## src/design/cpuPkg.sv

```systemverilog
package cpuPkg;

	localparam int DataWidth = 16; // words, registers, addresses
	localparam int RegAddrWidth = 3; // eight registers

	typedef logic [DataWidth-1:0] word_t;
	typedef logic [RegAddrWidth-1:0] regAddr_t;

	// course encoding, instr[15:11]
	typedef enum logic [4:0] {
		opHalt = 5'b00000, opNop = 5'b00001,
		opJ = 5'b00100, opJr = 5'b00101, opJal = 5'b00110, opJalr = 5'b00111,
		opAddi = 5'b01000, opSubi = 5'b01001, opXori = 5'b01010, opAndni = 5'b01011,
		opBeqz = 5'b01100, opBnez = 5'b01101, opBltz = 5'b01110, opBgez = 5'b01111,
		opSt = 5'b10000, opLd = 5'b10001, opSlbi = 5'b10010, opStu = 5'b10011,
		opRoli = 5'b10100, opSlli = 5'b10101, opRori = 5'b10110, opSrli = 5'b10111,
		opLbi = 5'b11000, opBtr = 5'b11001, opShiftR = 5'b11010, opAluR = 5'b11011,
		opSeq = 5'b11100, opSlt = 5'b11101, opSle = 5'b11110, opSco = 5'b11111
	} opcode_t;

	// low two bits line up with the opcode / func field
	typedef enum logic [2:0] {
		aluRotl, aluShl, aluRotr, aluShr,
		aluAdd, aluSub, aluXor, aluAndn
	} aluOp_t;

	typedef enum logic [2:0] {
		brEqz, brNez, brLtz, brSlt, brGez, brCarry, brSle
	} brOp_t;

	typedef enum logic [2:0] {
		csStopped, csFetchReq, csDecodeExec, csMemAccess, csWriteBack, csHalted
	} coreState_t;

endpackage

```

## src/design/memStage.sv

```systemverilog
`timescale 1ns/100ps
module memStage (
	input logic clk,
	input logic reset,
	input cpuPkg::coreState_t state,
	input logic memWrite,
	input cpuPkg::word_t addr,
	input cpuPkg::word_t storeData,
	output logic memReq,
	output logic memWe,
	output cpuPkg::word_t memAddr,
	output cpuPkg::word_t memWData,
	input logic memAck,
	input logic memRValid,
	input cpuPkg::word_t memRData,
	output logic memDone,
	output cpuPkg::word_t loadData
);
	import cpuPkg::*;

	assign memReq = (state == csMemAccess); // drops once state moves on
	assign memWe = memWrite;
	assign memAddr = {1'b0, addr[DataWidth-1:1]}; // byte to word address
	assign memWData = storeData;
	assign memDone = memReq && (memAck || memRValid); // end of access

	// hold load result for writeBack
	always_ff @(posedge clk) begin
		if (reset) loadData <= '0;
		else if (memReq && memRValid) loadData <= memRData;
	end

endmodule

```

## config.mk

```make
export PLATFORM = sky130hd
export DESIGN_NAME = memStage
export DESIGN_NICKNAME = d
export VERILOG_FILES = /design/src/design/cpuPkg.sv /design/src/design/memStage.sv
export SDC_FILE = /design/constraint.sdc
export NUM_CORES = 1
export LEC_CHECK = 0
export BUFFER_PORTS_ARGS = -buffer_cell sky130_fd_sc_hd__buf_2
export CAP_MARGIN = 25
export CORE_ASPECT_RATIO = 1.25
export CORE_MARGIN = 1.5
export CORE_UTILIZATION = 38
export CTS_BUF_LIST = sky130_fd_sc_hd__clkbuf_4
export DETAILED_ROUTE_END_ITERATION = 10
export PLACE_DENSITY_LB_ADDON = 0.1
export SLEW_MARGIN = 5
export SYNTH_ARGS = -nofsm -noshare
export SYNTH_HDL_FRONTEND = slang
export SYNTH_SLANG_ARGS = --single-unit
```

## constraint.sdc

```tcl
create_clock -name clk -period 1.55 [get_ports clk]
set_input_delay 0.2325 -clock clk [delete_from_list [all_inputs] [get_ports clk]]
set_output_delay 0.2325 -clock clk [all_outputs]
set_load 0.01 [all_outputs]
```

==> impl_metrics.json <==
{
  "synthTopCellsByArea": "dfxtp_1, buf_4, nand2b_1",
  "synth_seq_cells": 16,
  "period_needed_ns": 0.985,
  "initial_utilization_pct": 40.4,
  "syn_nets": 164,
  "die_y_um": 60.4,
  "fin_nets": 172,
  "grt_antenna_before_repair": 0,
  "avgSynthCellArea_um2": 9.27,
  "gr-usage-all-layers_pct": 11.1,
  "synth.most_common_cell": "buf_4",
  "antenna_left": 0,
  "numCtsBuffers": 3,
  "crit_path_top_delay_cell": "dfxtp_1",
  "clk_latency_ns": 0.27,
  "p_sw_share_pct": 22.6,
  "hpwl_um": 1140,
  "post_cts_buffers": 0,
  "grt_pass1_wl_um": 2520,
  "diodes": 0,
  "yosys_warnings": 0,
  "synthCells": 108,
  "fin_cells": 147,
  "clk_pin_slew_ns": 0.09,
  "crit_type": "flop to output port",
  "yosysUniqueCellTypes": 12,
  "cp-startpoint": "loadData[15]$_SDFFE_PP0P_",
  "seq_power_share_pct": 58.2,
  "std_cell_rows": 20,
  "totalNegativeSetupSlack_ns": 0,
  "p_leak_nw": 0.447,
  "totalWireLength_um": 1570,
  "drive_gt1_share_pct": 38.6,
  "period_share_pct": 63.6,
  "viasPerCell": 4.39,
  "syn2layout_area_growth_pct": -1.88,
  "grt_max_degree": 33,
  "slew_viol_final": 0,
  "drt_iter0_drc": 6,
  "hold_violations": 0,
  "p_clk_share_pct": 28.7,
  "cts_resized": 0,
  "power_density_mw_per_mm2": 741,
  "synthesis.area_mm2": 0.00100,
  "crit_fanout": 2,
  "setup_viol_count_final": 0,
  "p_int_mw": 0.563,
  "cp.required_ns": 1.32,
  "drt_first_pass_iters": 4,
  "ctsRootBufferMaster": "clkbuf_4",
  "path_cells": "buf_2",
  "wl_per_cell_um": 10.7,
  "clockBufferDepth": 2,
  "top_register": "loadData",
  "power_mw": 0.728,
  "synth_edf_count": 0,
  "rsz0062_at_grt": "false",
  "max_freq_mhz": 1020,
  "r2r-start": "loadData[15]$_SDFFE_PP0P_",
  "ys_seq_area_share_pct": 32.0,
  "cts_tree": "built",
  "clock-sinks": 16,
  "largest_reg_flops": 16,
  "grt_overflow_total": 0,
  "p_switching_mw": 0.165,
  "grt_pass1_vias": 610,
  "async_flop_share_pct": 0,
  "dr_total_vias": 645,
  "cp.arrival_ns": 0.75,
  "path_delay_family": "flip-flops",
  "fp.dieW_um": 48.9,
  "core-area_mm2": 0.00248,
  "cts_hold_buf": 0,
  "fp.dieArea_mm2": 0.00295,
  "io_buffers": 40,
  "clock_skew_ns": 0,
  "outcome": "complete, no violations",
  "synth_common_cells": "buf_4, nand2b_1, dfxtp_1, mux2i_1, clkbuf_1",
  "cap_viol_max_count": 0,
  "synth_top_cell_area_share_pct": 32.0,
  "start_kind": "flop",
  "ir_worst_vdd_v": 0.000371,
  "cp-end-kind": "output port",
  "final.fill_count": 267,
  "crit_buf_inv": 1,
  "drc": 0,
  "htree_num_levels": 1,
  "synthFlopType": "dfxtp_1",
  "slowest_delay_ns": 0.34,
  "min-delay-start": "memRData[8]",
  "reg_top3": "loadData: 16 flops",
  "power_frac_comb_pct": 13.1,
  "dp_cells": 144,
  "io_pins": 107,
  "place_congestion": 0.697,
  "synth.largest_area_cell": "dfxtp_1",
  "hp-class": "input pin to flop"
}
-- kinds of logic (layout without fill, tap and decap cells) --
group	after synthesis	after routing	share of synthesized area, %
buffers and inverters	38	44	29.0
AND/OR/NAND/NOR	37	37	22.6
multiplexers	16	16	16.0
flip-flops	16	16	32.0
other	1	1	0.375
-- through the flow --
stage / worst slack, ns / hold slack, ns / utilization (%) / instance area [µm²]
after floorplan: 0.577 / 0.387 / - / 1000
after global placement: 0.400 / 0.455 / 38.7 / 960
after detailed placement: 0.373 / 0.461 / 38.7 / 960
after CTS: 0.550 / 0.197 / 39.6 / 982
after global routing: 0.507 / 0.200 / 39.6 / 982
final: 0.565 / 0.209 / 39.6 / 982
-- power groups by stage --
| stage | Sequential [mW] | Clock [mW] | Combinational, mW |
|---|---|---|---|
| after detailed placement | 0.434 | 0 | 0.0969 |
| after CTS | 0.424 | 0.225 | 0.0972 |
| after global placement | 0.433 | 0 | 0.0944 |
| final | 0.424 | 0.209 | 0.0954 |
| after floorplan | 0.438 | 0 | 0.138 |
| after global routing | 0.425 | 0.239 | 0.106 |
-- cell type report --
| cell class | instances | area (µm²) | share of cell area (%) |
|---|---|---|---|
| flip-flops and latches | 16 | 320 | 32.6 |
| clock buffers | 3 | 22.5 | 2.29 |
| multi-input cells | 54 | 390 | 39.7 |
| well taps | 33 | 41.3 | 4.20 |
| repair buffers | 41 | 208 | 21.1 |
-- metal layers --
metal	GRT usage (%)	part of all wire (%)
met1	12.9	44
met2	16.8	44
met3	4.68	11
met4	7.35	0.70
met5	0	0
-- worst reg2reg max path, delay by kind of cell, from the launching register on --
family           cells  cell delay, ns
DFF                  1            0.34
and+or+nand+nor      1            0.05
muxes                1            0.13
-- placed cells by master (no fill, tap or decap) --
cell type,count
dfxtp_1,16
mux2i_1,16
nand2_1,1
and4b_1,1
buf_4,1
conb_1,1
buf_2,40
clkbuf_4,3
nand2b_1,32
nor3_1,1
nor2_1,2
-- path summary, 6_finish.rpt --
path / endpoint / slack (ns) / cells after the start
worst max-delay path: loadData[15] / 0.56 / 1
worst min-delay path: loadData[8]$_SDFFE_PP0P_ / 0.21 / 3
worst min register to register: loadData[7]$_SDFFE_PP0P_ / 0.47 / 2
worst max register to register: loadData[15]$_SDFFE_PP0P_ / 0.95 / 2
Power figures use the tool's default switching activity.
