$ cat src/design/cpuPkg.sv
package cpuPkg;

	localparam int DataWidth = 16; // words, registers, addresses
	localparam int RegAddrWidth = 3; // eight registers

	typedef logic [DataWidth-1:0] word_t;
	typedef logic [RegAddrWidth-1:0] regAddr_t;

	// course encoding, instr[15:11]
	typedef enum logic [4:0] {
		opHalt = 5'b00000, opNop = 5'b00001,
		opJ = 5'b00100, opJr = 5'b00101, opJal = 5'b00110, opJalr = 5'b00111,
		opAddi = 5'b01000, opSubi = 5'b01001, opXori = 5'b01010, opAndni = 5'b01011,
		opBeqz = 5'b01100, opBnez = 5'b01101, opBltz = 5'b01110, opBgez = 5'b01111,
		opSt = 5'b10000, opLd = 5'b10001, opSlbi = 5'b10010, opStu = 5'b10011,
		opRoli = 5'b10100, opSlli = 5'b10101, opRori = 5'b10110, opSrli = 5'b10111,
		opLbi = 5'b11000, opBtr = 5'b11001, opShiftR = 5'b11010, opAluR = 5'b11011,
		opSeq = 5'b11100, opSlt = 5'b11101, opSle = 5'b11110, opSco = 5'b11111
	} opcode_t;

	// low two bits line up with the opcode / func field
	typedef enum logic [2:0] {
		aluRotl, aluShl, aluRotr, aluShr,
		aluAdd, aluSub, aluXor, aluAndn
	} aluOp_t;

	typedef enum logic [2:0] {
		brEqz, brNez, brLtz, brSlt, brGez, brCarry, brSle
	} brOp_t;

	typedef enum logic [2:0] {
		csStopped, csFetchReq, csDecodeExec, csMemAccess, csWriteBack, csHalted
	} coreState_t;

endpackage

$ cat src/design/fetchUnit.sv
`timescale 1ns/100ps
module fetchUnit (
	input logic clk,
	input logic reset,
	input logic run,
	output logic fetchReq,
	output cpuPkg::word_t fetchAddr,
	input logic fetchRValid,
	input cpuPkg::word_t fetchRData,
	input cpuPkg::word_t nextPc,
	input logic memNeeded,
	input logic memDone,
	input logic isHalt,
	output cpuPkg::word_t instr,
	output cpuPkg::word_t pcPlus2,
	output cpuPkg::coreState_t state
);
	import cpuPkg::*;

	word_t pc; // byte address

	assign fetchReq = (state == csFetchReq); // held until rValid
	assign fetchAddr = {1'b0, pc[DataWidth-1:1]}; // word address

	always_ff @(posedge clk) begin
		if (reset) begin
			state <= csStopped;
			pc <= '0;
		end else if (!run) begin
			state <= csStopped; // run low parks the core
		end else begin
			case (state)
				csStopped: begin
					pc <= '0; // program starts at 0
					state <= csFetchReq;
				end
				csFetchReq: if (fetchRValid) state <= csDecodeExec;
				csDecodeExec: begin
					pc <= nextPc; // pc+2 unless taken
					if (isHalt) state <= csHalted;
					else if (memNeeded) state <= csMemAccess;
					else state <= csWriteBack;
				end
				csMemAccess: if (memDone) state <= csWriteBack;
				csWriteBack: state <= csFetchReq;
				default: state <= csHalted; // halted waits for run low
			endcase
		end
	end

	// instruction register and link value
	always_ff @(posedge clk) begin
		if (state == csFetchReq && fetchRValid) begin
			instr <= fetchRData;
			pcPlus2 <= pc + word_t'(2); // kept for jal/jalr link
		end
	end

endmodule

$ cat config.mk
export PLATFORM = sky130hd
export DESIGN_NAME = fetchUnit
export DESIGN_NICKNAME = d
export VERILOG_FILES = /design/src/design/cpuPkg.sv /design/src/design/fetchUnit.sv
export SDC_FILE = /design/constraint.sdc
export NUM_CORES = 1
export LEC_CHECK = 0
export ABC_AREA = 1
export BUFFER_PORTS_ARGS = -buffer_cell sky130_fd_sc_hd__buf_2
export CAP_MARGIN = 5
export CORE_MARGIN = 4
export CORE_UTILIZATION = 43
export DETAILED_ROUTE_END_ITERATION = 6
export GPL_TIMING_DRIVEN = 1
export PLACE_DENSITY = 0.86
export SETUP_SLACK_MARGIN = 0.15
export SLEW_MARGIN = 0
export SYNTH_ARGS = -nofsm -noshare
export SYNTH_HDL_FRONTEND = slang
export SYNTH_SLANG_ARGS = --single-unit
$ cat constraint.sdc
create_clock -name clk -period 2.4 [get_ports clk]
set_input_delay 0.36 -clock clk [delete_from_list [all_inputs] [get_ports clk]]
set_output_delay 0.36 -clock clk [all_outputs]
set_load 0.02 [all_outputs]
==> reports/metrics.csv <==
stage,metric,value,unit
global_route,grt_usage,14.6,%
setup_path,slowest_delay,420,ps
die,core_area,4820,µm²
setup_path,endpoint_kind,output pin,
sta,setup_tns,0,ps
power_and_ir_drop,ir_drop,0.235,mV
cells_and_area,design_area,2710,µm²
hold_path,min_path_type,in2reg,
setup_path,start_kind,flip-flop,
yosys,synth_cells,212,
sta,fin_ws,903,ps
sta,fmax,0.668,GHz
placed_design,dpl.hpwl,3.62,mm
power_and_ir_drop,p_total,1.88,mW
die,dieHeight,79.3,µm
clock_network,cts_root_buf,clkbuf_8,
setup_path,crit_family,flip-flops,
yosys,ys_seq_area_share,61.4,%
clock_network,clock_latency,300,ps
placed_design,dpl_worst_slack,927,ps
yosys,synth_nets,252,
global_route,grt_pass1_vias,1544,
setup_path,rrSetupSlack,920,ps
clock_network,cts_setup_buffers,0,
yosys,synth-seq-cells,51,
placed_design,place.gp.congestion,0.905,
clock_network,cts_max_path_buffers,2,
global_route,grt_max_degree,33,
yosys,yosysWarnings,0,
clock_network,cts_hold_buf,0,
die,rows,25,
drt,vias,1671,
global_route,antenna_found_initial,0,
drt,dr.pass1.iters,4,
sta,fin_worst_skew,5.19,ps
cells_and_area,fin_nets,329,
clock_network,cts_made_buffers,5,
setup_path,cp_slowest_cell,dfxtp_1,
power_and_ir_drop,p_leak,1.19,nW
sta,layout_worst_path_cycle_share,62.4,%
status,status,completed,
sta,grt_setup_unrepaired,false,
yosys,ys_types,25,
sta,fin_crit,1500,ps
die,io_pins,91,
setup_path,r2r-end,pcPlus2[10],
drt,drc,0,
yosys,synth.avg_cell_area,10.3,µm²
placed_design,placedCellCount,349,
hold_path,whs_path_depth,1,
clock_network,cts_resized,0,
flow_run,cap_violations,0,
sta,holdWs,233,ps
setup_path,reg2regPathDepth,5,
sta,finalSetupViolations,0,
drt,postRouteAntennaNets,0,
cells_and_area,fin_cells,357,
cells_and_area,drive_gt1_share,37.6,%
yosys,netlist_area,2180,µm²
setup_path,path_cells,nand2_1 > nor2_1 > buf_2,
global_route,grt_remaining_overflow,0,
power_and_ir_drop,power_density,691,nW/µm²
drt,wire_per_inst,13.0,µm
setup_path,critPathLaunch,state[0],
cells_and_area,final_util,56.3,%
clock_network,cts_sinks,51,
setup_path,critPathMaxFanout,6,
setup_path,r2r-start,state[0],
drt,routed_via_density,4.68,
setup_path,worst-path-stages,3,
setup_path,critPathKind,reg2out,
setup_path,arrival,1140,ps
die,die_area,6280,µm²
clock_network,clkTransAtPathRegs,80,ps
clock_network,htree_num_levels,2,
cells_and_area,syn2layout_area_growth,24.2,%
placed_design,place_area,2580,µm²
clock_network,cts_tree,done,
die,start_util,45.4,%
sta,hold_viol,0,
die,die_w,79.3,µm
drt,wirelength,4.63,mm
drt,drt_iter0_markers,106,
cells_and_area,fillerInstances,431,
placed_design,port_buffers,89,
setup_path,cp.required,2040,ps
sta,maxSlewViolCount,0,
global_route,grt_pass1_wl,7.01,mm
setup_path,path_buf_inv,1,
cells_and_area,antenna_cells,0,
setup_path,critical_path.endpoint,fetchReq,
## cells in the final DEF (no fill, tap or decap)
cell / instances
o21ai_0: 10
nor3b_2: 1
nand2_4: 1
bufinv_16: 2
a21oi_1: 17
edfxtp_1: 32
nand2_1: 23
clkbuf_8: 5
nand3_1: 9
nor2_1: 31
inv_1: 14
conb_1: 1
o21ai_1: 3
nor3_1: 7
nand2_2: 3
clkbuf_1: 1
inv_4: 1
ha_1: 1
nand4_1: 2
buf_4: 2
buf_2: 89
dfxtp_1: 19
nor2_2: 4
xor2_1: 8
xnor2_1: 3
nor2_4: 1
## worst min path at each step
stage                     slack [ps]    endpoint           from
after global routing             210    instr[6]  fetchRData[6]
after floorplan                  400  pcPlus2[0]          pc[0]
after global placement           420  pcPlus2[0]          pc[0]
after detailed placement         440  pcPlus2[0]          pc[0]
final                            230    instr[2]  fetchRData[2]
after CTS                        220    instr[7]  fetchRData[7]
## metal layers
metal	vias up	part of all wire (%)	GRT usage (%)
met2	73	49	24.8
met3	8	8.8	5.33
met4	0	2.4	6.87
met5	-	0	0
met1	744	40	16.2
li1	846	-	-
## registers in the layout (all words and copies together), names as in the netlist
signal	flops
instr	16
pcPlus2	16
pc	16
state	3
## kinds of logic after synthesis
| family | after synthesis | share of synthesized area (%) |
|---|---|---|
| AO/OA/AOI/OAI | 30 | 6.87 |
| XOR/XNOR | 11 | 4.41 |
| adder cells (fa/ha/maj) | 1 | 0.573 |
| buffers and inverters | 36 | 9.56 |
| flip-flops | 51 | 61.4 |
| other | 1 | 0.172 |
| AND/OR/NAND/NOR | 82 | 17.0 |
## area by class of cell
class / count / area, µm² / area share (%)
sequential: 51 / 1340 / 49.4
multi-input combinational: 125 / 637 / 23.5
timing repair buffer: 91 / 460 / 17.0
tap: 67 / 83.8 / 3.09
clock buffer: 6 / 72.6 / 2.67
clock inverter: 2 / 60.1 / 2.21
inverter: 15 / 58.8 / 2.17
## synthesized netlist by cell type
master    number  area, µm²
edfxtp_1      32        961
nor2_1        32        120
nand2_1       23       86.3
dfxtp_1       19        380
a21oi_1       17       85.1
buf_4         16        120
inv_1         14       52.6
o21ai_0       10       50.1
nand3_1        9       45.0
xor2_1         8       70.1
nor3_1         7       35.0
buf_2          3       15.0
nand2_2        3       18.8
nor2_2         3       18.8
o21ai_1        3       15.0
xnor2_1        3       26.3
nand4_1        2       12.5
buf_6          1       11.3
clkbuf_1       1       3.75
conb_1         1       3.75
ha_1           1       12.5
inv_4          1       6.26
nand2_4        1       11.3
nor2_4         1       11.3
nor3b_2        1       12.5
## report_power, final
part           switching [mW]  leakage, nW  total [mW]  internal (mW)
Combinational           0.128        0.674       0.202         0.0734
Clock                   0.259       0.0654       0.676          0.416
Sequential             0.0287        0.451       0.999          0.970
Total                   0.416         1.19        1.88           1.46
Note: power is estimated with default switching activity, not from simulation.
