==> config.mk <==
export PLATFORM = sky130hd
export DESIGN_NAME = executeUnit
export DESIGN_NICKNAME = d
export VERILOG_FILES = /design/src/design/cpuPkg.sv /design/src/design/executeUnit.sv
export SDC_FILE = /design/constraint.sdc
export NUM_CORES = 1
export LEC_CHECK = 0
export ABC_AREA = 1
export BUFFER_PORTS_ARGS = -buffer_cell sky130_fd_sc_hd__buf_4
export CORE_MARGIN = 4
export CORE_UTILIZATION = 39
export DETAILED_ROUTE_END_ITERATION = 16
export REMOVE_ABC_BUFFERS = 1
export SYNTH_ARGS = -nofsm -noshare
export SYNTH_HDL_FRONTEND = slang
export SYNTH_SLANG_ARGS = --single-unit
==> constraint.sdc <==
create_clock -name vclk -period 5.01
set_input_delay 0.7515 -clock vclk [all_inputs]
set_output_delay 0.7515 -clock vclk [all_outputs]
set_load 0.05 [all_outputs]
==> src/design/cpuPkg.sv <==
package cpuPkg;

	localparam int DataWidth = 16; // words, registers, addresses
	localparam int RegAddrWidth = 3; // eight registers

	typedef logic [DataWidth-1:0] word_t;
	typedef logic [RegAddrWidth-1:0] regAddr_t;

	// course encoding, instr[15:11]
	typedef enum logic [4:0] {
		opHalt = 5'b00000, opNop = 5'b00001,
		opJ = 5'b00100, opJr = 5'b00101, opJal = 5'b00110, opJalr = 5'b00111,
		opAddi = 5'b01000, opSubi = 5'b01001, opXori = 5'b01010, opAndni = 5'b01011,
		opBeqz = 5'b01100, opBnez = 5'b01101, opBltz = 5'b01110, opBgez = 5'b01111,
		opSt = 5'b10000, opLd = 5'b10001, opSlbi = 5'b10010, opStu = 5'b10011,
		opRoli = 5'b10100, opSlli = 5'b10101, opRori = 5'b10110, opSrli = 5'b10111,
		opLbi = 5'b11000, opBtr = 5'b11001, opShiftR = 5'b11010, opAluR = 5'b11011,
		opSeq = 5'b11100, opSlt = 5'b11101, opSle = 5'b11110, opSco = 5'b11111
	} opcode_t;

	// low two bits line up with the opcode / func field
	typedef enum logic [2:0] {
		aluRotl, aluShl, aluRotr, aluShr,
		aluAdd, aluSub, aluXor, aluAndn
	} aluOp_t;

	typedef enum logic [2:0] {
		brEqz, brNez, brLtz, brSlt, brGez, brCarry, brSle
	} brOp_t;

	typedef enum logic [2:0] {
		csStopped, csFetchReq, csDecodeExec, csMemAccess, csWriteBack, csHalted
	} coreState_t;

endpackage

==> src/design/executeUnit.sv <==
`timescale 1ns/100ps
module executeUnit (
	input cpuPkg::word_t reg1,
	input cpuPkg::word_t reg2,
	input cpuPkg::word_t jumpOffset,
	input cpuPkg::word_t pcPlus2,
	input logic [7:0] imm8,
	input cpuPkg::aluOp_t aluOp,
	input cpuPkg::brOp_t brOp,
	input logic extMode,
	input logic iType,
	input logic reg1Rev,
	input logic reg1Shift,
	input logic zero1,
	input logic zero2,
	input logic aluSrc,
	input logic branch,
	input logic jump,
	input logic setSel,
	output cpuPkg::word_t aluOut,
	output cpuPkg::word_t dataOut,
	output cpuPkg::word_t storeData,
	output cpuPkg::word_t nextPc,
	output logic taken
);
	import cpuPkg::*;

	word_t imm, reg1R, reg1S, aluInA, aluInB, invInA;
	logic [DataWidth:0] sum; // carry in msb
	logic [3:0] shAmt;
	logic [2*DataWidth-1:0] rotL, rotR;
	logic zero, sign, ovf, carry, cond;

	assign storeData = reg2; // Rd of st/stu

	// 5- or 8-bit immediate, sign or zero extended
	always_comb begin
		if (iType) imm = extMode ? {{8{imm8[7]}}, imm8} : {8'h00, imm8};
		else imm = extMode ? {{11{imm8[4]}}, imm8[4:0]} : {11'h000, imm8[4:0]};
	end

	// operand preparation
	always_comb begin
		for (int i = 0; i < DataWidth; i++) reg1R[i] = reg1Rev ? reg1[DataWidth-1-i] : reg1[i];
	end
	assign reg1S = reg1Shift ? {reg1R[7:0], 8'h00} : reg1R; // slbi
	assign aluInA = zero1 ? '0 : reg1S;
	assign aluInB = zero2 ? '0 : (aluSrc ? imm : reg2);

	// adder, sub is B - A
	assign invInA = (aluOp == aluSub) ? ~aluInA : aluInA;
	assign sum = {1'b0, aluInB} + {1'b0, invInA} + (DataWidth+1)'(aluOp == aluSub);
	assign shAmt = aluInB[3:0];
	assign rotL = {aluInA, aluInA} << shAmt; // upper half holds rotl
	assign rotR = {aluInA, aluInA} >> shAmt; // lower half holds rotr

	always_comb begin
		case (aluOp)
			aluRotl: aluOut = rotL[2*DataWidth-1:DataWidth];
			aluShl: aluOut = aluInA << shAmt;
			aluRotr: aluOut = rotR[DataWidth-1:0];
			aluShr: aluOut = aluInA >> shAmt;
			aluXor: aluOut = aluInA ^ aluInB;
			aluAndn: aluOut = aluInA & ~aluInB;
			default: aluOut = sum[DataWidth-1:0]; // add, sub
		endcase
	end

	// flags
	assign zero = (aluOut == '0);
	assign sign = aluOut[DataWidth-1];
	assign carry = sum[DataWidth]; // sco
	assign ovf = (invInA[DataWidth-1] == aluInB[DataWidth-1]) &&
		(sum[DataWidth-1] != aluInB[DataWidth-1]); // signed overflow

	// condition decode, compares look at Rt - Rs
	always_comb begin
		case (brOp)
			brEqz: cond = zero;
			brNez: cond = ~zero;
			brLtz: cond = sign;
			brGez: cond = ~sign;
			brSlt: cond = ~zero & ~(sign ^ ovf); // Rt - Rs > 0
			brSle: cond = ~(sign ^ ovf); // Rt - Rs >= 0
			brCarry: cond = carry;
			default: cond = 1'b0;
		endcase
	end

	assign dataOut = setSel ? {{(DataWidth-1){1'b0}}, cond} : aluOut;

	// next pc, jr/jalr target is Rs + imm from the ALU
	assign taken = (branch & cond) | jump;
	always_comb begin
		if (jump) nextPc = aluSrc ? aluOut : pcPlus2 + jumpOffset;
		else if (branch && cond) nextPc = pcPlus2 + imm;
		else nextPc = pcPlus2;
	end

endmodule

==> results of run 1 <==
==> cell type report <==
class              count  area [µm²]  share of cell area (%)
multi-input cells   1039        6190                    66.6
repair buffers       275        2250                    24.3
well taps            216         270                    2.91
inverters            150         581                    6.25
==> cell families after synthesis <==
kind of cell | synth area share (%)
simple gates | 54.1
buf+inv | 14.7
compound gates | 12.3
fa+ha+maj | 12.7
xor+xnor | 6.09
==> timing repair <==
| action | in CTS | in global routing |
|---|---|---|
| endpoints found under the setup margin | 18 | 18 |
| pin swaps | 1 | 47 |
| setup buffers | 2 | 28 |
| gates cloned | 0 | 6 |
| resized for setup | 10 | 187 |
| hold buffers | 0 | 0 |
==> stage by stage <==
step	hold WS [ps]	power (µW)	util, %	std cells
final	1770	1570	57.9	1680
after global routing	1770	1700	57.9	1680
after CTS	1770	1380	51.4	1647
after detailed placement	1770	1370	51.1	1645
after global placement	1770	1370	51.1	1645
after floorplan	1500	835	-	1188
==> where the power goes <==
part / internal [µW] / switching [µW]
registers: 0 / 0
logic: 583 / 992
clock network: 0 / 0
==> routing by layer <==
layer | GRT usage [%] | part of all wire [%] | vias to the layer above
met5 | 0 | 0 | -
met4 | 9.42 | 4.0 | 0
met3 | 1.91 | 7.3 | 72
met2 | 45.6 | 45 | 428
met1 | 41.0 | 43 | 4198
li1 | - | - | 4561
==> cell usage after synthesis, types with 5 or more instances <==
| master | number |
|---|---|
| a21oi_1 | 74 |
| clkbuf_1 | 12 |
| nand4_1 | 14 |
| buf_4 | 23 |
| buf_2 | 20 |
| o211ai_1 | 8 |
| buf_6 | 5 |
| nor3_1 | 10 |
| nand2_2 | 5 |
| xnor2_1 | 15 |
| nand3_2 | 6 |
| nand2_1 | 368 |
| nor2_1 | 87 |
| nand3_1 | 279 |
| o21ai_0 | 43 |
| inv_1 | 140 |
| nand3b_1 | 5 |
| inv_2 | 8 |
| ha_1 | 61 |
| xor2_1 | 30 |
==> critical path, stage by stage <==
cell,delay (ps)
buf_4,140
nand2_1,80
nand2_2,90
nand2_4,90
a21oi_1,60
buf_4,180
o21ai_0,160
inv_1,130
ha_1,380
inv_2,90
nor4_4,350
nand2_4,110
nand3_2,70
nand3_2,110
nand2_4,120
nand2_1,60
nor2_1,110
nand2_1,70
o21bai_2,170
nand3_4,190
clkbuf_16,230
nand3_1,70
nand3_1,80
nand2_1,110
buf_6,160
==> path summary, 6_finish.rpt <==
| kind | end | start | slack [ps] |
|---|---|---|---|
| min | storeData[13] | reg2[13] | 1770 |
| max | nextPc[11] | imm8[4] | 70 |
==> results list, run 1 <==
- Counting the clock-network buffers in the layout gives 0.
* LEAKAGE: 0.00514 µW
- For this run, the post-layout net count is 1,618.
- Critical path launch point type: input port
- Summed over its instances, the top area cell type makes up 21.6% of the synthesized netlist area.
* Number of fillers in the final layout: 1,632
* Half-perimeter wire length after placement: 22,900 µm
- Fmax achieved: 202 MHz
- The share of the Yosys chip area taken by registers is 0%.
- The die is 137 µm tall.
- Once layout is done, the placed cells without fillers occupy 0.00929 mm².
- Wire length per cell: 17.2 µm
* Drt pass-1 iters: 6
- Minimum clock period after layout: 4940 ps
- After detailed placement, the total cell area comes to 0.00820 mm².
- nand3_1 takes more of the synthesized area than any other cell.
- At the pin with the least slew margin, the transition time is 1180 ps.
- Hold path cells: 2
- Number of max-slew violations in the final report: 0
- Hold crit path type: input port to output port
- Routed WL: 28,900 µm
* Number of antenna violations at the first check in global routing: 0
- Fin. Hold Viols: 0
* Largest net degree at the start of global routing: 37
- Starting Density: 40.3%
* Num rows: 46
* Commonest cells after routing, fill and taps aside: nand2_1 (322), nand3_1 (267), buf_4 (239)
- Endpoint class of the critical path: output port
- Number of setup violations in the final report: 0
- Critical path class: input port to output port
* Area growth from synthesis to final layout: 43.7%
- After detailed routing, the number of remaining DRC violations is 0.
- The detailed router placed 9,259 vias in this run.
* Ratio of total power to cell area: 169 mW/mm²
* Worst relative slew slack: 21.3%
- By area the synthesized netlist is led by nand3_1 (22%), nand2_1 (21%), ha_1 (12%).
- The count of nets left with antenna violations once routing finished came out at 0.
- CP Max Fanout: 8
- STA puts the critical path data required time at 4260 ps.
- CORE AREA: 0.0161 mm²
- Crit path setup slack, layout: 70.3 ps
- Initial detailed-routing violation count: 897
- Overall track demand over capacity in global routing: 28.6%
- Layout sequential cell count: 0
- Max-cap violations in this run came to 0.
- The cell count after synthesis came out at 1,251.
- First-pass GRT wire length: 43,200 µm
* Global placement routability congestion: 0.960
- Post-route clock period utilization: 98.6%
* Share of final-layout standard cells stronger than drive strength 1: 29.4%
- Worst slack at placement: -106 ps
- Syn Area/Cell: 5.17 µm²
- The flow ran to the end, and the final reports show no timing, DRC or antenna violations.
- Setup total negative slack on the finished layout was measured at 0 ps.
- Worst IR drop on VDD: 0.0884 mV
- Antenna diodes: 0
- Width of the chip: 137 µm
- The via count of the first global-routing pass is 8,207.
- Sequential cell area: 0 µm²
- Grt total ovfl: 0
* Ports placed on the boundary: 153
* Unrepaired setup endpoints after global routing: true
- During placement, the flow inserted port buffers numbering 153.
* Syn Std Cell Area: 0.00647 mm²
- Leaving out fill and tap cells, the most frequent cell in the layout is nand2_1.
- Mean number of vias per cell: 5.51
- For the worst setup path, the data arrival time is 4190 ps.
- The die covers 0.0187 mm².
- Yosys printed 0 warnings.
- The netlist uses 41 different library cells.
Power figures use the tool's default switching activity.
==> run 2, diff against run 1 <==
==> constraint.sdc (replaced) <==
create_clock -name vclk -period 5.01
set_input_delay 0.7515 -clock vclk [all_inputs]
set_output_delay 0.7515 -clock vclk [all_outputs]
set_load 0.01 [all_outputs]
==> run 2 against run 1 <==
Die area unchanged. Via count decreased by 1.9%. Flip-flop and latch count unchanged. Combinational power decreased by 18%. Worst hold slack got worse by 77 ps. Setup slack improved by 64 ps. Non-clock buffer count decreased by 37. Core utilization decreased by 3.1 points. Final cell count decreased by 2.3%. Power decreased by 19%. Global-route usage decreased by 1.5 points. Routed wire length decreased by 3.2%. Critical endpoint is now nextPc[2].
==> results list, run 2 (same netlist as run 1, synthesis figures left out) <==
- Ports placed on the boundary: 153 (unchanged)
* Num rows: 46 (unchanged)
- The final hold violation count came to 0 (unchanged).
* DRC violation count after routing: 0 (unchanged)
- Leaving out fill and tap cells, the most frequent cell in the layout is nand2_1.
- The overall global routing resource usage came to 27.2% (-1.5 points).
* Unrepaired setup endpoints after global routing: true
- Kind of cell adding the most delay to the critical path: simple AND/OR/NAND/NOR gates
- The fmax came to 205 MHz (+1.3%).
- The required time of the worst setup path is 4260 ps (about the same).
- Number of setup violations in the final report: 0 (unchanged)
- The number of vias per cell came to 5.53 (+0.38%).
* Core occupancy in the finished layout: 54.8% (-3.1 points)
- Die Footprint: 0.0187 mm² (unchanged)
- Commonest cells after routing, fill and taps aside: nand2_1 (325), nand3_1 (268), buf_4 (226)
- Final hold slack: 1690 ps (-77.3 ps)
* Initial detailed-routing violation count: 1,115 (+24%)
- Number of fillers in the final layout: 1,728 (+5.9%)
- Total buffers and inverters traversed by the critical path: 5 (-1)
* Hold crit path type: input port to output port
- Largest stage delay on the critical path: 320 ps (-60 ps)
* Worst IR drop on VDD: 0.0510 mV (-42%)
* Port bufs: 153 (unchanged)
- Outcome: finished clean
* Ratio of total power to cell area: 146 mW/mm² (-14%)
- Width of the chip: 137 µm (unchanged)
- Area growth from synthesis to final layout: 36.0%
- LEAKAGE: 0.00492 µW (-4.3%)
- The total of hold buffers inserted after clock tree synthesis was 0 (unchanged).
- The largest fanout of any net on the critical path is 6 (-2).
* Share of final-layout standard cells stronger than drive strength 1: 26.4% (-3.0 points)
- The first-pass GRT wire length was 41,100 µm (-4.9%).
- Sequential cell area: 0 µm² (unchanged)
- Number of max-slew violations in the final report: 0 (unchanged)
* Wire length per cell: 17.0 µm (-1.0%)
* DP Area: 0.00795 mm² (-3.1%)
* Layout sequential cell count: 0 (unchanged)
- Transition time at the pin with the least slew margin: 1170 ps (-8.35 ps)
- Largest net degree at the start of global routing: 37 (unchanged)
- CLK BUF: 0 (unchanged)
- The slowest stage of the critical path is the ha_1 cell.
* Routed WL: 27,900 µm (-3.2%)
- The die height came to 137 µm (unchanged).
- The worst setup path is captured at an output port.
- The weighted congestion reported at the end of routability-driven placement is 0.969 (+0.91%).
- Minimum clock period after layout: 4880 ps (-64.0 ps)
* Antenna diodes: 0 (unchanged)
- The placeable core area came to 0.0161 mm² (unchanged).
* Half-perimeter wire length after placement: 22,200 µm (-2.9%)
- The final critical-path share of the clock period came to 97.3% (-1.3 points).
- Number of max-cap violations: 0 (unchanged)
- Grt total ovfl: 0 (unchanged)
- Signal arrival time at the worst endpoint: 4120 ps (-70 ps)
- The via count of the first global-routing pass came to 7,793 (-5.0%).
* Antenna-violating nets left: 0 (unchanged)
- The number of antenna violations at the first check in global routing is 0 (unchanged).
* Drt pass-1 iters: 7 (+1)
* Worst relative slew slack: 21.8% (+0.56 points)
- The most numerous cell type found on the critical path is nand2_1.
- Critical path class: input port to output port
- The initial cell density of the core came to 40.3% (unchanged).
* # nets final: 1,580 (-2.3%)
* Critical path launch point type: input port
- The number of vias in the routed layout is 9,084 (-1.9%).
- The design area is 0.00880 mm² (-5.3%).
==> run 2: cell types whose count changed in the layout (fill, tap and decap cells not counted), moves of 3 or more <==
cell	previous run	this run
ha_4	9	5
ha_1	52	56
buf_6	28	3
nand2_4	10	5
inv_2	13	9
buf_4	239	226
nand2_1	322	325
inv_1	132	137
==> run 2: worst paths after layout <==
| check | startpoint | to | cells past startpoint | slack [ps] |
|---|---|---|---|---|
| max | reg1Shift | nextPc[2] | 27 | 130 |
| min | reg2[11] | storeData[11] | 2 | 1690 |
==> run 2: power by group <==
part / total (µW) / leakage [µW] / internal, µW / switching (µW)
registers: 0 / 0 / 0 / 0
logic: 1280 / 0.00492 / 521 / 760
clock network: 0 / 0 / 0 / 0
total: 1280 / 0.00492 / 521 / 760
==> run 2: final cells by class <==
type	count	area, µm²	area share, %
Inverter	150	578	6.57
Multi-Input combinational cell	1038	6040	68.7
Tap cell	216	270	3.07
Timing Repair Buffer	238	1910	21.7
==> run 2: per-layer routing <==
metal | up-vias | global-route usage (%) | wire [µm]
met5 | - | 0 | 0
met1 | 4082 | 39.2 | 12200
li1 | 4483 | - | -
met3 | 52 | 1.25 | 2110
met2 | 467 | 44.7 | 12900
met4 | 0 | 5.88 | 772
==> run 2: through the flow <==
| step | TNS, ps | cells | worst slack [ps] | power, µW |
|---|---|---|---|---|
| floorplan | -553 | 1188 | -34.7 | 653 |
| global placement | -402 | 1613 | -32.2 | 1120 |
| detailed placement | -1.03 | 1613 | -1.03 | 1120 |
| CTS | 0 | 1613 | 0.925 | 1130 |
| global route | -747 | 1642 | -57.6 | 1390 |
| finish | 0 | 1642 | 134 | 1280 |
==> run 2: repair_timing <==
action,4_1_cts,5_1_grt
pin swaps,0,36
resized for setup,2,147
buffers inserted,0,23
cloned,0,6
endpoints found under the setup margin,14,18
==> run 3, diff against run 2 <==
--- a/config.mk
+++ b/config.mk
@@ -10,6 +10,7 @@
 export CORE_MARGIN = 4
 export CORE_UTILIZATION = 39
 export DETAILED_ROUTE_END_ITERATION = 16
+export RECOVER_POWER = 50
 export REMOVE_ABC_BUFFERS = 1
 export SYNTH_ARGS = -nofsm -noshare
 export SYNTH_HDL_FRONTEND = slang
==> run 3 against run 2 <==
Combinational power barely moved. Routed wire length fell by 0.30%. Non-clock buffer count is the same. Core utilization shrank 0.37 points. Critical endpoint unchanged.
==> results list, run 3 (same netlist as run 1, synthesis figures left out) <==
- Outcome: finished clean
- Layout sequential cell count: 0 (unchanged)
- The overall die width is 137 µm (unchanged).
- Number of setup violations in the final report: 0 (unchanged)
- Overall track demand over capacity in global routing: 27.2% (unchanged)
- The quantity of I/O buffers inserted on ports is 153 (unchanged).
- Hold path cells: 2 (unchanged)
- Largest stage delay on the critical path: 320 ps (about the same)
* # nets final: 1,580 (unchanged)
- Minimum clock period after layout: 4870 ps (-6.73 ps)
* Die Footprint: 0.0187 mm² (unchanged)
- The relative max-transition margin is 22.1% (+0.32 points).
- The worst setup path is of the input port to output port kind.
* CP Max Fanout: 6 (unchanged)
- Wire length per cell: 17.0 µm (-0.30%)
* HP Start: reg2[5]
- Endpoint class of the critical path: output port
- The final antenna-violating net count was 0 (unchanged).
* Total buffers and inverters traversed by the critical path: 5 (unchanged)
- Number of max-slew violations in the final report: 0 (unchanged)
- The via count of the first global-routing pass came to 7,793 (unchanged).
* Critical path launch point type: input port
* Antenna diodes: 0 (unchanged)
- The fraction of layout cells with a size suffix above 1 was 25.2% (-1.1 points).
* Fin. Hold Viols: 0 (unchanged)
* Uppermost layer routed: met4
- The clock tree buffer count of the final layout came to 0 (unchanged).
- Half-perimeter wire length after placement: 22,200 µm (unchanged)
* Post-route clock period utilization: 97.2% (-0.13 points)
* Cell at the slowest stage of the critical path: ha_1
- Worst IR drop on VDD: 0.0507 mV (-0.53%)
- Fmax achieved: 205 MHz (+0.14%)
- The placeable core area came to 0.0161 mm² (unchanged).
- The initial cell density of the core is 40.3% (unchanged).
- Core occupancy in the finished layout: 54.4% (-0.37 points)
- Number of max-cap violations: 0 (unchanged)
- The worst hold-check slack came to 1730 ps (+34.7 ps).
- The number of vias per cell is 5.53 (about the same).
- Largest net degree at the start of global routing: 37 (unchanged)
* Num rows: 46 (unchanged)
- Met2 routed WL: 12,800 µm (-0.76%)
- Data required time of the critical path: 4260 ps (about the same)
- The static leakage came to 0.00486 µW (-1.2%).
- Hold crit path type: input port to output port
- Total via count in the routed design: 9,079 (-0.055%)
* Most frequent standard cell in the layout excluding fill and tap cells: nand2_1
* Kind of cell adding the most delay to the critical path: simple AND/OR/NAND/NOR gates
- The overflow left after global routing came to 0 (unchanged).
- The data arrival at the endpoint of the critical path came to 4120 ps (about the same).
- The iteration-0 DRC count of the detailed router was 1,058 (-5.1%).
* Die Y-Extent: 137 µm (unchanged)
- Unrepaired setup endpoints after global routing: true
* Number of antenna violations at the first check in global routing: 0 (unchanged)
* Global placement routability congestion: 0.969 (unchanged)
* Crit path top cell by count: nand2_1
- Post-cts hold buffer count: 0 (unchanged)
* Ratio of total power to cell area: 146 mW/mm² (+0.17%)
- The library cells used most frequently in the layout, excluding fill and tap cells, are nand2_1 (325), nand3_1 (268), buf_4 (210).
- The footprint of the flip-flops and latches came to 0 µm² (unchanged).
- Wire length the detailed router placed on met1: 12,200 µm (about the same)
* Routed WL: 27,900 µm (-0.30%)
- The met3 wire length came to 2120 µm (+0.43%).
- First-pass GRT wire length: 41,100 µm (unchanged)
- WHS Endpoint: storeData[5]
- Drt pass-1 iters: 6 (-1)
- Overall power of the completed layout: 1270 µW (-0.51%)
* DRC violation count after routing: 0 (unchanged)
* Transition time at the pin with the least slew margin: 1160 ps (-4.78 ps)
- Area growth from synthesis to final layout: 35.1%
* Ports placed on the boundary: 153 (unchanged)
==> run 3: changes by cell type in the layout (fill, tap and decap cells not counted) <==
cell / before / now
clkbuf_1: 0 / 16
buf_4: 226 / 210
==> run 3: worst max-delay path by stage <==
stage            endpoint       from  cells past startpoint  slack, ps
2_1_floorplan   nextPc[0]      zero1                     24        -30
3_3_place_gp    nextPc[9]    reg1Rev                     27        -30
3_5_place_dp   nextPc[13]      zero1                     26         -1
4_1_cts         nextPc[1]      zero1                     28        0.9
5_1_grt         nextPc[5]  reg1Shift                     29        -60
6_report        nextPc[2]  reg1Shift                     27        140
==> run 3: final cells by class <==
type                       count  area [µm²]
inverter                     150         578
fill                        1734        7320
multi-input combinational   1038        6040
tap                          216         270
timing repair buffer         238        1850
==> run 3: layer usage <==
layer / global-route usage (%) / vias to the layer above
met4: 5.88 / 0
met3: 1.25 / 50
li1: - / 4481
met2: 44.7 / 460
met5: 0 / -
met1: 39.2 / 4088
==> run 3: power breakdown <==
part           switching, µW  internal [µW]
Sequential                 0              0
Combinational            759            516
Clock                      0              0
==> run 3: through the flow <==
| stage | instance area [µm²] | cells | setup slack (ps) | setup TNS, ps |
|---|---|---|---|---|
| after CTS | 7950 | 1613 | 0.925 | 0 |
| after floorplan | 6080 | 1188 | -34.7 | -553 |
| after detailed placement | 7950 | 1613 | -1.03 | -1.03 |
| final | 8740 | 1642 | 141 | 0 |
| after global routing | 8740 | 1642 | -57.6 | -747 |
| after global placement | 7950 | 1613 | -32.2 | -402 |
==> run 3: what timing repair did <==
action / in CTS / in global routing
setup buffers: 0 / 23
pin swaps: 0 / 36
gates cloned: 0 / 6
hold endpoints to repair: 0 / 0
resized for setup: 2 / 147
endpoints found under the setup margin: 14 / 18
